$ cat config.mk
export PLATFORM = sky130hd
export DESIGN_NAME = gshare_predictor
export DESIGN_NICKNAME = d
export VERILOG_FILES = /design/src/gshare_pkg.sv /design/src/lookup_stage.sv /design/src/pattern_table.sv /design/src/prediction_queue.sv /design/src/branch_resolver.sv /design/src/gshare_predictor.sv
export SDC_FILE = /design/constraint.sdc
export NUM_CORES = 2
export LEC_CHECK = 0
export BUFFER_PORTS_ARGS = -buffer_cell sky130_fd_sc_hd__buf_2
export CORE_MARGIN = 3
export CORE_UTILIZATION = 35
export DETAILED_ROUTE_END_ITERATION = 12
export HOLD_SLACK_MARGIN = 0.02
export PLACE_DENSITY = 0.52
export REMOVE_ABC_BUFFERS = 1
export SLEW_MARGIN = 5
export SYNTH_ARGS = -nofsm -noshare
export SYNTH_HDL_FRONTEND = slang
export SYNTH_SLANG_ARGS = --single-unit
$ cat constraint.sdc
create_clock -name clk -period 7.35 [get_ports clk]
set_input_delay 0.3675 -clock clk [delete_from_list [all_inputs] [get_ports clk]]
set_output_delay 0.3675 -clock clk [all_outputs]
set_load 0.01 [all_outputs]
$ cat src/gshare_pkg.sv
// gshare predictor definitions
package gshare_pkg;

    // global history width and table index width
    localparam int HIST_BITS = 10;
    localparam int PC_BITS = 32;
    localparam int TABLE_SIZE = 1 << HIST_BITS;

    // 2-bit saturating counter whose upper bit is the direction
    typedef enum logic [1:0] {
        STRONG_NT = 2'b00,
        WEAK_NT   = 2'b01,
        WEAK_T    = 2'b10,
        STRONG_T  = 2'b11
    } ctr_t;

    localparam ctr_t CTR_RESET = WEAK_NT;

    // request sitting in the lookup stage
    typedef struct packed {
        logic                 valid;
        logic [HIST_BITS-1:0] index;
        logic [HIST_BITS-1:0] hist;
    } lookup_t;

    // one outstanding prediction
    typedef struct packed {
        logic [HIST_BITS-1:0] index;
        logic [HIST_BITS-1:0] hist;
        ctr_t                 ctr;
    } pred_entry_t;

    // one counter write back into the table
    typedef struct packed {
        logic                 valid;
        logic [HIST_BITS-1:0] index;
        ctr_t                 ctr;
    } table_write_t;

endpackage : gshare_pkg

$ cat src/lookup_stage.sv
// gshare lookup stage
`timescale 1ns/10ps

module lookup_stage (
    input  logic                             clk,
    input  logic                             rst,
    input  logic [gshare_pkg::PC_BITS-1:0]   req_pc,
    input  logic                             accept,
    input  logic                             pred_taken,
    input  logic                             recover,
    input  logic [gshare_pkg::HIST_BITS-1:0] recover_hist,
    output gshare_pkg::lookup_t              lookup,
    output logic [gshare_pkg::HIST_BITS-1:0] read_index
);
    import gshare_pkg::*;

    logic                 stage_valid_q;
    logic [HIST_BITS-1:0] stage_index_q;
    logic [HIST_BITS-1:0] stage_hist_q;
    logic [HIST_BITS-1:0] spec_hist_q;
    logic                 stage_live;
    logic [HIST_BITS-1:0] cur_hist;

    // a mispredict kills whatever sits in the stage
    assign stage_live = stage_valid_q & ~recover;

    // history seen by the next request with the in-flight direction at the low end
    assign cur_hist = stage_live ? {spec_hist_q[HIST_BITS-2:0], pred_taken}
                                 : spec_hist_q;

    assign read_index = req_pc[HIST_BITS+1:2] ^ cur_hist;

    always_ff @(posedge clk) begin
        if (rst) begin
            spec_hist_q <= '0;
            stage_valid_q <= 1'b0;
        end else if (recover) begin
            spec_hist_q <= recover_hist;
            stage_valid_q <= 1'b0;
        end else begin
            spec_hist_q <= cur_hist;
            stage_valid_q <= accept;
        end
    end

    always_ff @(posedge clk) begin
        if (accept) begin
            stage_index_q <= read_index;
            stage_hist_q <= cur_hist;
        end
    end

    assign lookup = '{valid: stage_live, index: stage_index_q, hist: stage_hist_q};

    // requests are held off for the whole mispredict cycle
    a_no_accept_on_recover: assert property (
        @(posedge clk) disable iff (rst) !(accept && recover)
    ) else $error("request accepted during history recovery");

endmodule : lookup_stage

$ cat src/pattern_table.sv
// gshare pattern table
`timescale 1ns/10ps

module pattern_table (
    input  logic                             clk,
    input  logic                             rst,
    input  logic [gshare_pkg::HIST_BITS-1:0] read_index,
    output gshare_pkg::ctr_t                 read_ctr,
    input  gshare_pkg::table_write_t         wr
);
    import gshare_pkg::*;

    ctr_t table_q [TABLE_SIZE];

    // every counter starts weakly not-taken
    always_ff @(posedge clk) begin
        if (rst) begin
            for (int i = 0; i < TABLE_SIZE; i++) begin
                table_q[i] <= CTR_RESET;
            end
        end else if (wr.valid) begin
            table_q[wr.index] <= wr.ctr;
        end
    end

    // registered read returns the old value on a same-index write
    always_ff @(posedge clk) begin
        read_ctr <= table_q[read_index];
    end

endmodule : pattern_table

$ cat src/prediction_queue.sv
// outstanding prediction FIFO
`timescale 1ns/10ps

module prediction_queue #(
    parameter int QUEUE_DEPTH = 4
) (
    input  logic                    clk,
    input  logic                    rst,
    input  logic                    flush,
    input  logic                    push,
    input  gshare_pkg::pred_entry_t push_entry,
    input  logic                    in_flight,
    input  logic                    pop,
    output gshare_pkg::pred_entry_t head,
    output logic                    has_entry,
    output logic                    room
);
    import gshare_pkg::*;

    localparam int PTR_W = (QUEUE_DEPTH > 1) ? $clog2(QUEUE_DEPTH) : 1;
    localparam int CNT_W = $clog2(QUEUE_DEPTH + 1);
    localparam logic [PTR_W-1:0] LAST_PTR = PTR_W'(QUEUE_DEPTH - 1);
    localparam logic [CNT_W-1:0] DEPTH_CNT = CNT_W'(QUEUE_DEPTH);

    pred_entry_t      mem_q [QUEUE_DEPTH];
    logic [PTR_W-1:0] wr_ptr_q;
    logic [PTR_W-1:0] rd_ptr_q;
    logic [CNT_W-1:0] count_q;
    logic [CNT_W:0]   occupancy;
    logic             live_q;
    logic             full;

    // the lookup stage item will land here, so it counts as taken
    assign occupancy = {1'b0, count_q} + {{CNT_W{1'b0}}, in_flight};
    assign full = (count_q == DEPTH_CNT);
    assign has_entry = (count_q != '0);
    assign room = live_q & (occupancy < {1'b0, DEPTH_CNT});
    assign head = mem_q[rd_ptr_q];

    always_ff @(posedge clk) begin
        if (rst) begin
            wr_ptr_q <= '0;
            rd_ptr_q <= '0;
            count_q <= '0;
            live_q <= 1'b0;
        end else if (flush) begin
            wr_ptr_q <= '0;
            rd_ptr_q <= '0;
            count_q <= '0;
            live_q <= 1'b1;
        end else begin
            live_q <= 1'b1;
            if (push) begin
                wr_ptr_q <= (wr_ptr_q == LAST_PTR) ? '0 : wr_ptr_q + 1'b1;
            end
            if (pop) begin
                rd_ptr_q <= (rd_ptr_q == LAST_PTR) ? '0 : rd_ptr_q + 1'b1;
            end
            case ({push, pop})
                2'b10:   count_q <= count_q + 1'b1;
                2'b01:   count_q <= count_q - 1'b1;
                default: count_q <= count_q;
            endcase
        end
    end

    always_ff @(posedge clk) begin
        if (push && !flush) begin
            mem_q[wr_ptr_q] <= push_entry;
        end
    end

    // request back-pressure must keep these from ever firing
    a_no_push_full: assert property (
        @(posedge clk) disable iff (rst) !(push && !flush && full)
    ) else $error("push into full prediction queue");

    a_no_pop_empty: assert property (
        @(posedge clk) disable iff (rst) !(pop && !has_entry)
    ) else $error("pop from empty prediction queue");

endmodule : prediction_queue

$ cat src/branch_resolver.sv
// branch resolution and counter update
`timescale 1ns/10ps

module branch_resolver (
    input  logic                             clk,
    input  logic                             rst,
    input  logic                             res_fire,
    input  logic                             res_taken,
    input  gshare_pkg::pred_entry_t          head,
    output gshare_pkg::table_write_t         wr,
    output logic                             mispredict,
    output logic [gshare_pkg::HIST_BITS-1:0] recover_hist
);
    import gshare_pkg::*;

    ctr_t                 next_ctr;
    logic                 predicted;
    logic                 wr_valid_q;
    logic [HIST_BITS-1:0] wr_index_q;
    ctr_t                 wr_ctr_q;

    assign predicted = (head.ctr == WEAK_T) || (head.ctr == STRONG_T);

    // saturating step from the counter stored at prediction time
    always_comb begin
        case (head.ctr)
            STRONG_NT: next_ctr = res_taken ? WEAK_NT : STRONG_NT;
            WEAK_NT:   next_ctr = res_taken ? WEAK_T : STRONG_NT;
            WEAK_T:    next_ctr = res_taken ? STRONG_T : WEAK_NT;
            STRONG_T:  next_ctr = res_taken ? STRONG_T : WEAK_T;
            default:   next_ctr = CTR_RESET;
        endcase
    end

    always_ff @(posedge clk) begin
        if (rst) begin
            wr_valid_q <= 1'b0;
            mispredict <= 1'b0;
        end else begin
            wr_valid_q <= res_fire;
            mispredict <= res_fire & (res_taken != predicted);
        end
    end

    always_ff @(posedge clk) begin
        if (res_fire) begin
            wr_index_q <= head.index;
            wr_ctr_q <= next_ctr;
            // history right after this branch, with its real outcome
            recover_hist <= {head.hist[HIST_BITS-2:0], res_taken};
        end
    end

    assign wr = '{valid: wr_valid_q, index: wr_index_q, ctr: wr_ctr_q};

    // flush empties the queue, so no resolve can follow at once
    a_single_mispredict: assert property (
        @(posedge clk) disable iff (rst) mispredict |=> !mispredict
    ) else $error("mispredict held for two cycles");

endmodule : branch_resolver

$ cat src/gshare_predictor.sv
// gshare branch direction predictor
`timescale 1ns/10ps

module gshare_predictor #(
    parameter int QUEUE_DEPTH = 4
) (
    input  logic                           clk,
    input  logic                           rst,
    input  logic                           req_valid,
    input  logic [gshare_pkg::PC_BITS-1:0] req_pc,
    output logic                           req_ready,
    output logic                           pred_valid,
    output logic                           pred_taken,
    input  logic                           res_valid,
    input  logic                           res_taken,
    output logic                           res_ready,
    output logic                           mispredict
);
    import gshare_pkg::*;

    lookup_t              lookup;
    logic [HIST_BITS-1:0] read_index;
    ctr_t                 read_ctr;
    table_write_t         wr;
    pred_entry_t          push_entry;
    pred_entry_t          head;
    logic [HIST_BITS-1:0] recover_hist;
    logic                 accept;
    logic                 res_fire;
    logic                 has_entry;
    logic                 room;

    assign accept = req_valid & req_ready;
    assign res_fire = res_valid & res_ready;
    assign req_ready = room & ~mispredict;
    assign res_ready = has_entry & ~mispredict;

    assign pred_valid = lookup.valid;
    assign pred_taken = read_ctr[1];

    assign push_entry = '{index: lookup.index, hist: lookup.hist, ctr: read_ctr};

    lookup_stage u_lookup (
        .clk,
        .rst,
        .req_pc,
        .accept,
        .pred_taken,
        .recover(mispredict),
        .recover_hist,
        .lookup,
        .read_index
    );

    pattern_table u_table (
        .clk,
        .rst,
        .read_index,
        .read_ctr,
        .wr
    );

    prediction_queue #(
        .QUEUE_DEPTH(QUEUE_DEPTH)
    ) u_queue (
        .clk,
        .rst,
        .flush(mispredict),
        .push(pred_valid),
        .push_entry,
        .in_flight(lookup.valid),
        .pop(res_fire),
        .head,
        .has_entry,
        .room
    );

    branch_resolver u_resolver (
        .clk,
        .rst,
        .res_fire,
        .res_taken,
        .head,
        .wr,
        .mispredict,
        .recover_hist
    );

endmodule : gshare_predictor

==> impl_metrics.env <==
export IMPL_placementRows=197
export IMPL_grt_antenna_before_repair=42
export IMPL_synth_warnings=0
export IMPL_place_congestion=0.962
export IMPL_critPathMaxFanout=25
export IMPL_syn_area_um2=102000
export IMPL_ant_nets=0
export IMPL_pin_count=42
export IMPL_fill_cells=27400
export IMPL_cp_required_ns=8.14
export IMPL_leakagePower_uw=0.0325
export IMPL_dp_final_hpwl_mm=265
export IMPL_violations="max-capacitance violations"
export IMPL_max_vdd_ir_drop_mv=0.250
export IMPL_cts_max_level=4
export IMPL_start_kind="flop"
export IMPL_nets=8216
export IMPL_critPathLaunch="u_resolver.mispredict"
export IMPL_crit_path_max_incr_delay_ns=1.22
export IMPL_final_common_cell="edfxtp_1"
export IMPL_layout_min_cycle_time_ns=6.21
export IMPL_hold_depth=6
export IMPL_drt_iter0_drc=13400
export IMPL_final_cell_mix="2,173 x edfxtp_1, 1,829 x nand2_1, 1,171 x nor2_1"
export IMPL_ys_types=88
export IMPL_regArea_um2=65800
export IMPL_synth_edf_count=2173
export IMPL_critPathBufInv=3
export IMPL_grt_max_degree=158
export IMPL_clk_pin_slew_ns=0.06
export IMPL_die_x_um=546
export IMPL_drc_errors=0
export IMPL_syn_inst=8521
export IMPL_slew_violations=0
export IMPL_dp_slack_ns=1.38
export IMPL_r2r_start="u_resolver.mispredict"
export IMPL_fin_hold_ws_ns=0.247
export IMPL_hold_viol=0
export IMPL_async_flop_share_pct=0
export IMPL_fin_ws_ns=1.14
export IMPL_crit_path_cell_trace="nor2b_4 -> inv_6 -> mux2i_1 -> xor2_1 -> buf_4 -> inv_1 -> nand3_1 -> nor2_2 -> nand3_1 -> nand4_1 -> nor3_1 -> nor3_1 -> nor3_2"
export IMPL_max_cap_violations=1
export IMPL_syn_to_final_growth_pct=11.2
export IMPL_fin_skew_ns=0.0800
export IMPL_fmax_mhz=161
export IMPL_finalSetupViolations=0
export IMPL_tightest_slew_ns=1.47
export IMPL_cpMaxStageDelayCell="nor2_2"
export IMPL_wl_per_cell_um=35.5
export IMPL_vias=76800
export IMPL_final_area_um2=113000
export IMPL_clock_latency_ns=0.95
export IMPL_die_area_um2=298000
export IMPL_clkSinkCount=2198
export IMPL_critical_path_class="flop to flop"
export IMPL_multi_input_area_um2=32600
export IMPL_cts_buffer_depth=3
export IMPL_maxUsedRoutingLayer="met5"
export IMPL_wl_met3_mm=58.5
export IMPL_cts_buffers=234
export IMPL_endpoint_kind="flop"
export IMPL_place_area_um2=106000
export IMPL_cp_top_family="simple AND/OR/NAND/NOR gates"
export IMPL_finalCritPeriodShare_pct=84.5
export IMPL_grt_usage_pct=28.3
export IMPL_hp_start="req_pc[10]"
export IMPL_rsz0062_at_grt="false"
export IMPL_die_y_um=546
export IMPL_grt_pass1_vias=72800
export IMPL_grt_overflow_total=0
export IMPL_cts_resized_gates=0
export IMPL_grt_pass1_wl_mm=594
export IMPL_synth_seq_area_share_pct=64.4
export IMPL_worst_r2r_cell_count=13
export IMPL_drtPass1Iterations=8
export IMPL_routed_wl_mm=435
export IMPL_drive_gt1_share_pct=13.6
export IMPL_maxSlewHeadroom_pct=1.14
export IMPL_tritoncts="built"
export IMPL_synth_seq_cells=2198
export IMPL_crit_arrival_ns=7.00
export IMPL_coreArea_um2=289000
export IMPL_wl_met2_mm=188
export IMPL_p_per_area_nw_per_um2=266
export IMPL_wl_met1_mm=155
export IMPL_yosys_most_used_dff="edfxtp_1"
export IMPL_initial_utilization_pct=35.3
export IMPL_ctsRootBufferMaster="clkbuf_16"
export IMPL_via_per_inst=6.26
export IMPL_final_util_pct=39.3
export IMPL_status="complete, but fails checks"
export IMPL_crit_cells=13
export IMPL_hold_path_class="input port to flop"
export IMPL_portBuffers=19
export IMPL_synth_area_per_cell_um2=12.0
[worst paths after layout]
check                                          endpoint  slack (ns)
worst min register to register  u_lookup.spec_hist_q[4]        0.45
worst max-delay path                u_table.read_ctr[1]        1.14
worst min-delay path                u_table.read_ctr[1]        0.25
worst max register to register      u_table.read_ctr[1]        1.14
[timing repair]
item / CTS / global route
hold buffers: 6 / 0
buffers inserted: 0 / 0
endpoints found under the hold margin: 20 / 0
[per-stage QoR]
step | TNS (ns) | power, µW | cells
finish | 0 | 30200 | 12300
global route | 0 | 30800 | 12200
CTS | 0 | 30100 | 12200
detailed placement | 0 | 18600 | 11800
global placement | 0 | 18600 | 11800
floorplan | -4772.52 | 16800 | 7605
[final cells by class]
cell class	count	area share (%)
diodes	21	0.0463
clock buffers	287	5.35
clock inverters	142	1.17
inverters	27	0.130
multi-input cells	5380	28.7
flip-flops and latches	2198	57.9
well taps	3880	4.28
repair buffers	331	2.37
[cell families after synthesis]
kind of cell	Yosys count	share of synthesized area, %
muxes	473	9.69
DFF	2198	64.4
xor gates and xnor gates	13	0.156
AOI/OAI and AO/OA	1383	7.54
and+or+nand+nor	3502	13.7
adders and majority gates	9	0.113
buffers and inverters	943	4.39
[synth_stat cells (57+ instances only)]
library cell / instances / share of area [%]
edfxtp_1: 2173 / 64
nand2_1: 1867 / 6.9
nor2_1: 1223 / 4.5
o21ai_0: 1001 / 4.9
clkbuf_1: 716 / 2.6
mux4_2: 328 / 7.2
nand3_1: 187 / 0.92
a21oi_1: 85 / 0.42
mux2i_1: 78 / 0.76
buf_2: 76 / 0.37
a31oi_1: 63 / 0.39
mux4_1: 63 / 1.6
a211oi_1: 57 / 0.42
[worst reg2reg max path: stages (launching register included)]
cell	delay, ns
dfxtp_1	0.91
nor2b_4	0.20
inv_6	0.22
mux2i_1	0.42
xor2_1	0.17
buf_4	0.23
inv_1	0.48
nand3_1	0.78
nor2_2	1.23
nand3_1	0.25
nand4_1	0.18
nor3_1	0.11
nor3_1	0.82
nor3_2	0.05
[sequential cells by signal (all words and copies together) (netlist names), named ones only]
signal                   count
u_resolver.recover_hist     10
u_table.read_ctr             2
u_resolver.mispredict        1
u_resolver.wr_index_q       10
u_lookup.stage_index_q      10
u_queue.mem_q               84
u_queue.wr_ptr_q             2
u_resolver.wr_valid_q        1
u_lookup.stage_valid_q       1
u_lookup.stage_hist_q        9
u_lookup.spec_hist_q        10
u_table.table_q           2048
u_queue.rd_ptr_q             2
u_queue.count_q              3
u_queue.live_q               1
u_resolver.wr_ctr_q          2
[where the power goes]
group / switching, µW / leakage (µW) / total, µW / internal [µW]
clock: 5210 / 0.00361 / 11700 / 6520
combinational: 3160 / 0.0100 / 4290 / 1130
sequential: 164 / 0.0188 / 14200 / 14000
[routing by layer]
layer  vias up  global-route usage, %
met5         -                      0
met4        12                   18.8
met3      1327                   7.74
met2      6171                   41.7
met1     39200                   36.5
li1      30100                      -
Note: power is estimated with default switching activity, not from simulation.
